--- src/verilog/pcs_rx_pkg.sv ---
// pcs receive package: widths, limits, encodings, register map and bus structs
`default_nettype none

package pcs_rx_pkg;

    // block geometry
    localparam int NB_BLOCK   = 66;
    localparam int NB_PAYLOAD = 64;
    localparam int NB_SH      = 2;
    localparam int NB_CTRL    = 8;
    localparam int NB_BYTE    = 8;

    // sync header lock limits
    localparam int SH_LOCK_COUNT    = 64;
    localparam int SH_WINDOW        = 1024;
    localparam int SH_INVALID_LIMIT = 16;
    localparam int NB_SLIP          = 7;
    localparam int NB_LOCK_CNT      = $clog2(SH_LOCK_COUNT);
    localparam int NB_WINDOW_CNT    = $clog2(SH_WINDOW);
    localparam int NB_INVALID_CNT   = $clog2(SH_INVALID_LIMIT);

    localparam logic [NB_SLIP-1:0]        SLIP_LAST    = NB_SLIP'(NB_BLOCK - 1);
    localparam logic [NB_LOCK_CNT-1:0]    LOCK_LAST    = NB_LOCK_CNT'(SH_LOCK_COUNT - 1);
    localparam logic [NB_WINDOW_CNT-1:0]  WINDOW_LAST  = NB_WINDOW_CNT'(SH_WINDOW - 1);
    localparam logic [NB_INVALID_CNT-1:0] INVALID_LAST = NB_INVALID_CNT'(SH_INVALID_LIMIT - 1);

    // x^58 + x^39 + 1
    localparam int SCRAMBLER_TAP_A = 58;
    localparam int SCRAMBLER_TAP_B = 39;

    // status counters and register bus
    localparam int                  NB_COUNT     = 16;
    localparam logic [NB_COUNT-1:0] COUNT_MAX    = '1;
    localparam int                  NB_AXIL_ADDR = 4;
    localparam int                  NB_AXIL_DATA = 32;
    localparam int                  NB_RESP      = 2;
    localparam logic [NB_RESP-1:0]  RESP_OKAY    = 2'b00;
    localparam logic [NB_RESP-1:0]  RESP_SLVERR  = 2'b10;

    // characters and headers
    localparam logic [NB_BYTE-1:0] CHAR_IDLE  = 8'h07;
    localparam logic [NB_BYTE-1:0] CHAR_START = 8'hFB;
    localparam logic [NB_BYTE-1:0] CHAR_TERM  = 8'hFD;
    localparam logic [NB_BYTE-1:0] CHAR_ERROR = 8'hFE;
    localparam logic [NB_SH-1:0]   SH_DATA    = 2'b01;
    localparam logic [NB_SH-1:0]   SH_CTRL    = 2'b10;

    typedef enum logic [7:0] {
        BT_IDLE  = 8'h1E,
        BT_START = 8'h78,
        BT_TERM0 = 8'h87,
        BT_TERM7 = 8'hFF
    } block_type_e;

    typedef enum logic [1:0] {
        LS_HUNT,
        LS_LOCKED,
        LS_SLIP
    } lock_state_e;

    typedef enum logic [NB_AXIL_ADDR-1:0] {
        REG_STATUS       = 4'h0,
        REG_ERROR_BLOCKS = 4'h4,
        REG_LOCK_LOSSES  = 4'h8
    } reg_addr_e;

    // payload bit 0 is the first bit on the line
    typedef struct packed {
        logic                  valid;
        logic [NB_SH-1:0]      sh;
        logic [NB_PAYLOAD-1:0] payload;
    } coded_block_t;

    typedef struct packed {
        logic                  valid;
        logic [NB_PAYLOAD-1:0] data;
        logic [NB_CTRL-1:0]    ctrl;
    } decoded_block_t;

    typedef struct packed {
        logic block_lock;
        logic lock_lost;
        logic error_block;
    } pcs_status_t;

    typedef struct packed {
        logic                    arvalid;
        logic [NB_AXIL_ADDR-1:0] araddr;
        logic                    rready;
    } axil_rd_req_t;

    typedef struct packed {
        logic                    arready;
        logic                    rvalid;
        logic [NB_AXIL_DATA-1:0] rdata;
        logic [NB_RESP-1:0]      rresp;
    } axil_rd_rsp_t;

endpackage

`default_nettype wire

--- src/verilog/block_lock.sv ---
// block lock: finds the 66-bit block boundary by sync header lock and bit slip
`default_nettype none
`timescale 1ns/1ns

module block_lock
    import pcs_rx_pkg::*;
(
    input  wire logic                i_clock,
    input  wire logic                i_reset,
    input  wire logic                i_valid,
    input  wire logic [NB_BLOCK-1:0] i_data,
    output coded_block_t             o_block,
    output logic                     o_block_lock,
    output logic                     o_lock_lost
);

    logic [NB_BLOCK-1:0]       prev_word;
    logic [2*NB_BLOCK-1:0]     pair;
    logic [NB_BLOCK-1:0]       window;
    logic                      sh_valid;
    lock_state_e               state;
    logic [NB_SLIP-1:0]        slip;
    logic [NB_LOCK_CNT-1:0]    sh_count;
    logic [NB_WINDOW_CNT-1:0]  win_count;
    logic [NB_INVALID_CNT-1:0] inv_count;
    logic                      out_valid;
    logic [NB_SH-1:0]          out_sh;
    logic [NB_PAYLOAD-1:0]     out_payload;
    logic                      lock_lost;

    // earlier bits sit in the previous word
    assign pair = {i_data, prev_word};

    // slip counts how many bits of the block lie in the previous word
    assign window   = pair[NB_BLOCK - int'(slip) +: NB_BLOCK];
    assign sh_valid = ^window[NB_SH-1:0];

    always_ff @(posedge i_clock)
    begin
        if (i_valid)
        begin
            prev_word   <= i_data;
            out_sh      <= window[NB_SH-1:0];
            out_payload <= window[NB_BLOCK-1:NB_SH];
        end
    end

    always_ff @(posedge i_clock)
    begin
        if (i_reset)
        begin
            state     <= LS_HUNT;
            slip      <= '0;
            sh_count  <= '0;
            win_count <= '0;
            inv_count <= '0;
            lock_lost <= 1'b0;
            out_valid <= 1'b0;
        end
        else
        begin
            lock_lost <= 1'b0;
            out_valid <= i_valid && (state == LS_LOCKED);
            case (state)
                LS_HUNT:
                    if (i_valid)
                    begin
                        if (!sh_valid)
                            state <= LS_SLIP;
                        else if (sh_count == LOCK_LAST)
                        begin
                            sh_count <= '0;
                            state    <= LS_LOCKED;
                        end
                        else
                            sh_count <= sh_count + 1'b1;
                    end
                LS_LOCKED:
                    if (i_valid)
                    begin
                        if (!sh_valid && inv_count == INVALID_LAST)
                        begin
                            lock_lost <= 1'b1;
                            state     <= LS_SLIP;
                        end
                        else if (win_count == WINDOW_LAST)
                        begin
                            // window done, start a fresh one
                            win_count <= '0;
                            inv_count <= '0;
                        end
                        else
                        begin
                            win_count <= win_count + 1'b1;
                            if (!sh_valid)
                                inv_count <= inv_count + 1'b1;
                        end
                    end
                LS_SLIP:
                begin
                    slip      <= (slip == SLIP_LAST) ? '0 : slip + 1'b1;
                    sh_count  <= '0;
                    win_count <= '0;
                    inv_count <= '0;
                    state     <= LS_HUNT;
                end
                default:
                    state <= LS_HUNT;
            endcase
        end
    end

    assign o_block      = '{valid: out_valid, sh: out_sh, payload: out_payload};
    assign o_block_lock = (state == LS_LOCKED);
    assign o_lock_lost  = lock_lost;

endmodule

`default_nettype wire

--- src/verilog/descrambler.sv ---
// descrambler: undoes the self-synchronizing x^58 + x^39 + 1 payload scrambling
`default_nettype none
`timescale 1ns/1ns

module descrambler
    import pcs_rx_pkg::*;
(
    input  wire logic         i_clock,
    input  wire logic         i_reset,
    input  wire coded_block_t i_block,
    output coded_block_t      o_block
);

    logic [SCRAMBLER_TAP_A-1:0]            history;
    logic [NB_PAYLOAD+SCRAMBLER_TAP_A-1:0] ext;
    logic [NB_PAYLOAD-1:0]                 clear_bits;
    logic                                  out_valid;
    logic [NB_SH-1:0]                      out_sh;
    logic [NB_PAYLOAD-1:0]                 out_payload;

    // received scrambled bits in line order, oldest at bit 0
    assign ext = {i_block.payload, history};

    always_comb
    begin
        for (int i = 0; i < NB_PAYLOAD; i++)
        begin
            clear_bits[i] = ext[i + SCRAMBLER_TAP_A]
                          ^ ext[i + SCRAMBLER_TAP_A - SCRAMBLER_TAP_B]
                          ^ ext[i];
        end
    end

    always_ff @(posedge i_clock)
    begin
        if (i_reset)
        begin
            history   <= '0;
            out_valid <= 1'b0;
        end
        else
        begin
            out_valid <= i_block.valid;
            // keep the last 58 received bits
            if (i_block.valid)
                history <= ext[NB_PAYLOAD+SCRAMBLER_TAP_A-1 -: SCRAMBLER_TAP_A];
        end
    end

    always_ff @(posedge i_clock)
    begin
        out_sh      <= i_block.sh;
        out_payload <= clear_bits;
    end

    assign o_block = '{valid: out_valid, sh: out_sh, payload: out_payload};

endmodule

`default_nettype wire

--- src/verilog/block_decoder.sv ---
// block decoder: maps descrambled 64b/66b blocks to data bytes and control flags
`default_nettype none
`timescale 1ns/1ns

module block_decoder
    import pcs_rx_pkg::*;
(
    input  wire logic         i_clock,
    input  wire logic         i_reset,
    input  wire coded_block_t i_block,
    output decoded_block_t    o_block,
    output logic              o_error_block
);

    block_type_e           block_type;
    logic [NB_PAYLOAD-1:0] dec_data;
    logic [NB_CTRL-1:0]    dec_ctrl;
    logic                  dec_error;
    logic                  out_valid;
    logic [NB_PAYLOAD-1:0] out_data;
    logic [NB_CTRL-1:0]    out_ctrl;
    logic                  out_error;

    // type field is the first payload byte
    assign block_type = block_type_e'(i_block.payload[NB_BYTE-1:0]);

    always_comb
    begin
        dec_data  = {NB_CTRL{CHAR_ERROR}};
        dec_ctrl  = '1;
        dec_error = 1'b1;
        if (i_block.sh == SH_DATA)
        begin
            dec_data  = i_block.payload;
            dec_ctrl  = '0;
            dec_error = 1'b0;
        end
        else if (i_block.sh == SH_CTRL)
        begin
            case (block_type)
                BT_IDLE:
                begin
                    dec_data  = {NB_CTRL{CHAR_IDLE}};
                    dec_error = 1'b0;
                end
                BT_START:
                begin
                    // start in lane 0, seven data bytes behind it
                    dec_data  = {i_block.payload[NB_PAYLOAD-1:NB_BYTE], CHAR_START};
                    dec_ctrl  = {{(NB_CTRL-1){1'b0}}, 1'b1};
                    dec_error = 1'b0;
                end
                BT_TERM0:
                begin
                    dec_data  = {{(NB_CTRL-1){CHAR_IDLE}}, CHAR_TERM};
                    dec_error = 1'b0;
                end
                BT_TERM7:
                begin
                    dec_data  = {CHAR_TERM, i_block.payload[NB_PAYLOAD-1:NB_BYTE]};
                    dec_ctrl  = {1'b1, {(NB_CTRL-1){1'b0}}};
                    dec_error = 1'b0;
                end
                default:
                    dec_error = 1'b1;
            endcase
        end
    end

    always_ff @(posedge i_clock)
    begin
        if (i_reset)
        begin
            out_valid <= 1'b0;
            out_error <= 1'b0;
        end
        else
        begin
            out_valid <= i_block.valid;
            out_error <= i_block.valid && dec_error;
        end
    end

    always_ff @(posedge i_clock)
    begin
        out_data <= dec_data;
        out_ctrl <= dec_ctrl;
    end

    assign o_block       = '{valid: out_valid, data: out_data, ctrl: out_ctrl};
    assign o_error_block = out_error;

endmodule

`default_nettype wire

--- src/verilog/status_regs.sv ---
// status registers: clear-on-read pcs counters behind an AXI4-Lite read port
`default_nettype none
`timescale 1ns/1ns

module status_regs
    import pcs_rx_pkg::*;
(
    input  wire logic         i_clock,
    input  wire logic         i_reset,
    input  wire pcs_status_t  i_status,
    input  wire axil_rd_req_t i_axil_req,
    output axil_rd_rsp_t      o_axil_rsp
);

    logic [NB_COUNT-1:0]     error_count;
    logic [NB_COUNT-1:0]     loss_count;
    logic                    arready;
    logic                    rvalid;
    logic                    rvalid_next;
    logic [NB_AXIL_DATA-1:0] rdata;
    logic [NB_RESP-1:0]      rresp;
    logic [NB_AXIL_ADDR-1:0] rd_addr;
    logic                    ar_hs;
    logic                    r_hs;
    logic                    clear_errors;
    logic                    clear_losses;
    logic [NB_AXIL_DATA-1:0] read_data;
    logic [NB_RESP-1:0]      read_resp;

    // subtract what was reported so events during a stalled read survive
    function automatic logic [NB_COUNT-1:0] next_count(
        input logic [NB_COUNT-1:0] count,
        input logic                clear,
        input logic [NB_COUNT-1:0] taken,
        input logic                hit
    );
        logic [NB_COUNT-1:0] rest;
        rest = clear ? count - taken : count;
        if (hit && rest != COUNT_MAX)
            rest = rest + 1'b1;
        return rest;
    endfunction

    assign ar_hs       = i_axil_req.arvalid && arready;
    assign r_hs        = rvalid && i_axil_req.rready;
    assign rvalid_next = ar_hs || (rvalid && !r_hs);

    assign clear_errors = r_hs && (rd_addr == REG_ERROR_BLOCKS);
    assign clear_losses = r_hs && (rd_addr == REG_LOCK_LOSSES);

    always_comb
    begin
        read_data = '0;
        read_resp = RESP_OKAY;
        case (reg_addr_e'(i_axil_req.araddr))
            REG_STATUS:
                read_data = {{(NB_AXIL_DATA-1){1'b0}}, i_status.block_lock};
            REG_ERROR_BLOCKS:
                read_data = {{(NB_AXIL_DATA-NB_COUNT){1'b0}}, error_count};
            REG_LOCK_LOSSES:
                read_data = {{(NB_AXIL_DATA-NB_COUNT){1'b0}}, loss_count};
            default:
                read_resp = RESP_SLVERR;
        endcase
    end

    always_ff @(posedge i_clock)
    begin
        if (i_reset)
        begin
            arready     <= 1'b0;
            rvalid      <= 1'b0;
            error_count <= '0;
            loss_count  <= '0;
        end
        else
        begin
            rvalid      <= rvalid_next;
            // one outstanding read at a time
            arready     <= !rvalid_next;
            error_count <= next_count(error_count, clear_errors,
                                      rdata[NB_COUNT-1:0], i_status.error_block);
            loss_count  <= next_count(loss_count, clear_losses,
                                      rdata[NB_COUNT-1:0], i_status.lock_lost);
        end
    end

    // response payload held until rready
    always_ff @(posedge i_clock)
    begin
        if (ar_hs)
        begin
            rd_addr <= i_axil_req.araddr;
            rdata   <= read_data;
            rresp   <= read_resp;
        end
    end

    assign o_axil_rsp = '{arready: arready, rvalid: rvalid, rdata: rdata, rresp: rresp};

endmodule

`default_nettype wire

--- src/verilog/pcs_rx_top.sv ---
// pcs receive top: block lock, descrambler, decoder and status register block
`default_nettype none
`timescale 1ns/1ns

module pcs_rx_top
    import pcs_rx_pkg::*;
(
    input  wire logic                i_clock,
    input  wire logic                i_reset,
    input  wire logic                i_valid,
    input  wire logic [NB_BLOCK-1:0] i_data,
    output wire decoded_block_t      o_block,
    output wire logic                o_block_lock,
    input  wire axil_rd_req_t        i_axil_req,
    output wire axil_rd_rsp_t        o_axil_rsp
);

    wire coded_block_t locked_block;
    wire coded_block_t clear_block;
    wire pcs_status_t  status;
    wire logic         block_lock;
    wire logic         lock_lost;
    wire logic         error_block;

    block_lock u_block_lock (
        .i_clock      (i_clock),
        .i_reset      (i_reset),
        .i_valid      (i_valid),
        .i_data       (i_data),
        .o_block      (locked_block),
        .o_block_lock (block_lock),
        .o_lock_lost  (lock_lost)
    );

    descrambler u_descrambler (
        .i_clock (i_clock),
        .i_reset (i_reset),
        .i_block (locked_block),
        .o_block (clear_block)
    );

    block_decoder u_block_decoder (
        .i_clock       (i_clock),
        .i_reset       (i_reset),
        .i_block       (clear_block),
        .o_block       (o_block),
        .o_error_block (error_block)
    );

    // status fields gathered from both ends of the chain
    assign status = '{block_lock: block_lock, lock_lost: lock_lost, error_block: error_block};

    status_regs u_status_regs (
        .i_clock    (i_clock),
        .i_reset    (i_reset),
        .i_status   (status),
        .i_axil_req (i_axil_req),
        .o_axil_rsp (o_axil_rsp)
    );

    assign o_block_lock = block_lock;

endmodule

`default_nettype wire

--- config.mk ---
export PLATFORM = sky130hd
export DESIGN_NAME = pcs_rx_top
export DESIGN_NICKNAME = d
export VERILOG_FILES = /design/src/verilog/pcs_rx_pkg.sv /design/src/verilog/block_lock.sv /design/src/verilog/descrambler.sv /design/src/verilog/block_decoder.sv /design/src/verilog/status_regs.sv /design/src/verilog/pcs_rx_top.sv
export SDC_FILE = /design/constraint.sdc
export NUM_CORES = 2
export LEC_CHECK = 0
export BUFFER_PORTS_ARGS = -buffer_cell sky130_fd_sc_hd__buf_2
export CAP_MARGIN = 20
export CELL_PAD_IN_SITES_DETAIL_PLACEMENT = 0
export CELL_PAD_IN_SITES_GLOBAL_PLACEMENT = 1
export CORE_MARGIN = 2
export CORE_UTILIZATION = 30
export DETAILED_ROUTE_END_ITERATION = 8
export GPL_TIMING_DRIVEN = 0
export PLACE_DENSITY_LB_ADDON = 0.1
export SLEW_MARGIN = 40
export SYNTH_ARGS = -nofsm -noshare
export SYNTH_HDL_FRONTEND = slang
export SYNTH_SLANG_ARGS = --single-unit
--- constraint.sdc ---
create_clock -name i_clock -period 10.2 [get_ports i_clock]
set_input_delay 0.51 -clock i_clock [delete_from_list [all_inputs] [get_ports i_clock]]
set_output_delay 0.51 -clock i_clock [all_outputs]
set_load 0.05 [all_outputs]
Word-level counts from Yosys, hierarchy flattened
Cells that the tools add are included.

cells by class
  mux-type cells = 35
  shift operators = 1
  eq/ne operators = 25
  $add $sub $neg = 9
  reductions and logical operators = 26
  bitwise gates (word level) = 130

operator list
  kind                     count
  $pmux W64 S4             1
  $shiftx A132 B32 Y66     1
  $mux W64                 2
  $xor A1 B1 Y1            128
  $mux W16                 4
  $pmux W16 S3             1
  $add A16 B1 Y16 const B  2
  $ne A16 B16 Y1 const B   2
  $sub A16 B16 Y16         2
  $mux W10                 3
  $pmux W10 S2             1
  $mux W6                  3
  $eq A8 B8 Y1 const B     2
  $mux W4                  4
  $pmux W8 S2              1
  $eq A4 B4 Y1 const B     3
  $mux W2                  6
  $pmux W6 S2              1
  $add A10 B1 Y10 const B  1
  $eq A10 B10 Y1 const B   1
  $logic_and A1 B1 Y1      10
  $eq A4 B3 Y1 const B     2
  $eq A8 B5 Y1 const B     1
  $eq A8 B7 Y1 const B     1
  other kinds (27)         43

word-level totals
  output and inout bits = 110
  bits in registers = 434
  bits of input ports = 75
  logic and storage cells = 251

Depth between registers and ports, before layout
  depth in word-level cells = 8
  gate-level depth with buffers = 18
  gate-level depth less buffers = 14

Cells and area by module
From an unflattened synthesis, not the netlist that was laid out.

unflattened totals
  cells, all modules = 2890
  area, all modules = 27398.8 um2

modules (own cells, without submodules)
  module         area each (um2)  sequential area each (um2)  cells each  instances
  block_lock     15103.2          4584.4                      1651        1
  status_regs    5202.5           1311.3                      615         1
  descrambler    4534.3           2502.4                      385         1
  block_decoder  2558.7           1381.3                      239         1

Least setup slack after synthesis
Ideal clock, no wire load.

  path type = register -> register
  start point = reg u_status_regs.rdata[0]
  end point = reg u_status_regs.error_count[0]
  clock period less this slack = 4036 ps
  data required time = 10079 ps
  arrival = 3915 ps
  path slack = 6164 ps
  stages on the path, launching flop included = 15
  setup time = 121 ps
  buffers on the path = 1
  cells stage by stage = edfxtp_1 > ha_1 > inv_1 > fa_1 > a21o_1 > a21o_1 > a211oi_1 > o21ai_0 > a2111oi_1 > a31oi_1 > a211oi_1 > and3_1 > buf_2 > a21oi_1 > mux2_2

on the way
  cells in the longest elaborated chain, start to end = 5
  elaborated cells between the ends (all ways) = 6
  those cells by class = add/sub (2); eq/ne (1); mux (2); reduce/logical (1)

ends and longest elaborated chain
  item                                                     line               source
  start: declaration                                       status_regs.sv:20  logic [NB_AXIL_DATA-1:0] rdata;
  start signal: assignment                                 status_regs.sv:94  rdata <= read_data;
  $sub A16 B16 Y16 (*)                                     status_regs.sv:38  rest = clear ? count - taken : count;
  $mux W16 (*)                                             status_regs.sv:38
  branches (longest 2 deep; another with $add A16 B1 Y16)  n/a
  $mux W16 (*)                                             status_regs.sv:39  if (hit && rest != COUNT_MAX)
  end signal: assignment                                   status_regs.sv:81  error_count <= next_count(error_count, clear_errors,
  end: declaration                                         status_regs.sv:15  logic [NB_COUNT-1:0] error_count;

Every way passes the cells marked *.
A chain may end at the register's enable or synchronous reset.

Worst setup path in the final report
  start point = reg u_block_lock.slip[1]
  end point = reg u_block_lock.out_payload[51] (data pin)

on the way
  cells in the longest elaborated chain, start to end = 2

ends and longest elaborated chain
  item                               line               source
  start: declaration                 block_lock.sv:22   logic [NB_SLIP-1:0] slip;
  start signal: assignment           block_lock.sv:101  slip <= (slip == SLIP_LAST) ? '0 : slip + 1'b1;
  $sub A7 B7 Y8                      block_lock.sv:35   assign window = pair[NB_BLOCK - int'(slip) +: NB_BLOCK];
  $shiftx A132 B32 Y66               block_lock.sv:35
  named net u_block_lock.window[53]  block_lock.sv:19   logic [NB_BLOCK-1:0] window;
  end signal: assignment             block_lock.sv:44   out_payload <= window[NB_BLOCK-1:NB_SH];
  end: declaration                   block_lock.sv:28   logic [NB_PAYLOAD-1:0] out_payload;

The timed path passes the listed nets, and every way through them passes these cells.

==> key figures <==
Outcome
  – Outcome: completed

Floorplanning
  – Die area: 95,420 um2
  – Die Span X: 308.9 um
  – # rows: 111
  – Initial Utilization: 0.3033
  – Core area: between 90,000 and 100,000 um2
  – Die H: 308.9 um
  – Ports: 185

Timing
  – Highest clock rate: approximately 170 MHz
  – Finish-stage setup viols: 0
  – Unrepaired setup endpoints after global routing: no
  – Final Hold Fails: 0
  – Tmin final: 5.986 ns
  – Setup TNS: 0 ns
  – Setup Skew: 0.05130 ns
  – Rel. slew slack: 0.3365
  – Hold_ws: 0.04934 ns
  – Actual slew at the worst max-slew pin: 0.9952 ns
  – Final period utilization: 0.5869
  – Final slew viol count: 0

GRT
  – Total gr overflow: 0
  – Initial antenna violation count: 0
  – First-pass GRT wire length: 208.8 mm
  – Largest net degree at the start of global routing: 70
  – Global Route Usage Sum: 0.3132
  – Vias in the first global route: approximately 26,000

Synthesis
  – Post-synth EDFFs: 153
  – Syn Area/Cell: 9.259 um2
  – Compound-Gate Fraction of Synth Area: 0.1735
  – Yosys reg bits: 412
  – Seq/Total Area, Yosys: 0.3507
  – Synth Instances: roughly 3,000
  – Synth unique cells: 107
  – YS warnings: 0
  – Top FF cell, synth: dfxtp_1
  – Async S/R FF share, synth: 0
  – XOR/XNOR share of the synthesized area: 0.04967
  – Synth Area in Simple Gates: 0.1596
  – Main combinational cell family by area after synthesis: multiplexers
  – Adder-cell area share of the yosys netlist: 0.01804
  – Post-synthesis mux area share: 0.2008
  – Mapped cell area: around 28,000 um2

Final layout
  – P&R area growth vs syn: 15.10%
  – NumNets Final: 3,360
  – Antenna Cells: 0
  – Share of layout cells above drive strength 1: 0.1687

Critical path
  – Bufs and invs on worst path: 8
  – Crit path required time: 10.66 ns
  – Worst path slowest cell: a21oi_1
  – Setup CP Type: reg2reg
  – CP peak stage delay: 0.83 ns
  – CP endpoint kind: flip-flop
  – CP Cell Sequence: inv_1 -> ha_1 -> buf_2 -> buf_2 -> buf_2 -> buf_2 -> buf_2 -> buf_2 -> clkbuf_2 -> o211ai_1 -> a21oi_1 -> a21oi_1 -> o21ai_0 -> a21oi_1 -> o221ai_1
  – Worst r2r path cells: 15
  – Worst Setup Start Kind: flip-flop
  – Crit path top cell by count: buf_2
  – CP arrival: ~6.5 ns
  – WP depth: 15
  – Crit path max-delay family: buffers and inverters
  – CP Max Fanout: 10

Power and ir drop
  – NetSw: 1854 uW
  – Clk pwr share: 0.345
  – Sequential Power Share: 0.385
  – Comb power frac: 0.270
  – Internal power: 3298 uW
  – Leak: 0.01197 uW
  – Switching share of power: 0.3599
  – VDD IR max: 163.2 uV
  – Pwr per Cell Area: 160.5 nW/um2

Clock tree
  – CTS Buf Count: 48
  – CTS Hold Bufs: 0
  – Clock sink total: between 400 and 500
  – CTS max path bufs: 3
  – CTS tree: yes
  – Setup Buffers After CTS: 0
  – Root buf cell: clkbuf_16
  – Cells resized by post-CTS repair: 0
  – Clock Latency Late Sink: between 0.6 and 0.7 ns
  – H-Tree Depth: 2
  – Clk slew on worst S/H paths: 0.06 ns

Detailed routing
  – Vias per cell: ~5.8
  – TritonRoute pass-1 iters: 6
  – Wire per inst: roughly 34 um
  – DRC: 0
  – Vias: 26,260
  – Final wirelength: 151.7 mm
  – DRT iter0 DRCs: 2,164
  – Antenna Violating Nets Remaining: 0

Placement
  – Dpl hpwl: approximately 130 mm
  – # port buffers: 166
  – Final GP Congestion: 1.068

Min path
  – Worst Hold Class: in2reg
  – Hold Path Cell Cnt: 1

Run
  – Maxcap violations: 0
[state kept, by name, summed over array words and instances (netlist names), 2 cells and up]
name	count
u_block_decoder.out_ctrl	3
u_block_decoder.out_data	64
u_block_lock.inv_count	4
u_block_lock.out_payload	64
u_block_lock.out_sh	2
u_block_lock.prev_word	66
u_block_lock.sh_count	6
u_block_lock.slip	7
u_block_lock.state	2
u_block_lock.win_count	10
u_descrambler.history	58
u_descrambler.out_payload	64
u_descrambler.out_sh	2
u_status_regs.error_count	16
u_status_regs.loss_count	16
u_status_regs.rd_addr	4
u_status_regs.rdata	16
[cell usage after synthesis (all sizes together), types with 56 or more instances]
master,number,share of area
a21oi,191,0.034
buf,130,0.027
clkbuf,115,0.015
dfxtp,259,0.19
edfxtp,153,0.16
mux2,62,0.025
mux2i,233,0.085
mux4,111,0.091
nand2,396,0.054
nand3,65,0.012
nor2,317,0.043
nor3,56,0.011
o211ai,58,0.016
o21ai,140,0.025
xnor2,140,0.044
[placed cells by master, fill, tap and decap left out, types with 14 or more instances in the layout]
cell,n
nand2_1,394
nor2_1,314
dfxtp_1,259
mux2i_1,227
buf_2,210
a21oi_1,190
edfxtp_1,153
xnor2_1,139
o21ai_0,129
clkbuf_1,111
mux4_2,100
nand3_1,65
o211ai_1,58
mux2_2,54
nor3_1,53
clkbuf_16,49
a221o_1,47
a211oi_1,41
inv_1,37
buf_1,37
ha_1,37
and3_1,31
buf_4,30
o221ai_1,24
a31oi_1,23
o22ai_1,22
a221oi_1,21
clkbuf_2,20
or3_1,20
a22o_1,18
o21a_1,17
nand2b_1,17
a21o_1,17
conb_1,17
xor2_1,15
and2_1,14
[area by class of cell]
type | instances | area [um2]
Clock buffer | 61 | 1301
Clock inverter | 26 | 315.3
Inverter | 40 | 150.1
Multi-Input combinational cell | 2331 | 16900
Fill cell | 9624 | 59840
Tap cell | 1243 | 1555
Timing Repair Buffer | 168 | 875.8
Buffer | 245 | 1220
Sequential cell | 412 | 9779
[metal layers]
metal	wire length (um)	GRT usage	up-vias
met5	0	0	-
met4	12230	0.2161	0
met3	8513	0.04392	378
met2	71460	0.5312	1212
met1	59520	0.3664	13030
li1	-	-	11640
[kinds of logic after synthesis]
logic type	count (synthesis)
AOI/OAI and AO/OA	714
xor gates and xnor gates	156
adders and majority gates	39
buffers and inverters	285
DFF	412
muxes	406
other	1
and+or+nand+nor	999
[power groups by stage]
stage | sequential (uW) | clock [uW] | combinational (uW)
after floorplan | 2070 | 0 | 687
after global placement | 2020 | 0 | 1350
after detailed placement | 2020 | 0 | 1350
after CTS | 1990 | 1830 | 1360
after global routing | 1990 | 1880 | 1430
final | 1980 | 1780 | 1390
[through the flow]
step                cell area, um2  power [uW]    util  cells  setup WS [ns]
finish                       32100        5152  0.3491   4526          4.214
global route                 32100        5311  0.3491   4526          4.094
CTS                          32090        5167  0.3490   4526          4.012
detailed placement           30470        3373  0.3314   4439          4.021
global placement             30330        3368  0.3299   4437          3.804
floorplan                    27950        2758       -   3028          6.164
[worst paths after layout]
kind / start / to / slack, ns
hold reg to reg: u_block_lock.out_sh[1] / u_descrambler.out_sh[1] / 0.35
setup / recovery: u_block_lock.slip[1] / u_block_lock.out_payload[51] / 4.21
hold / removal: i_data[56] / u_block_lock.prev_word[56] / 0.05
setup reg to reg: u_block_lock.slip[1] / u_block_lock.out_payload[51] / 4.21
No activity file was read; power rests on OpenSTA's default activity.
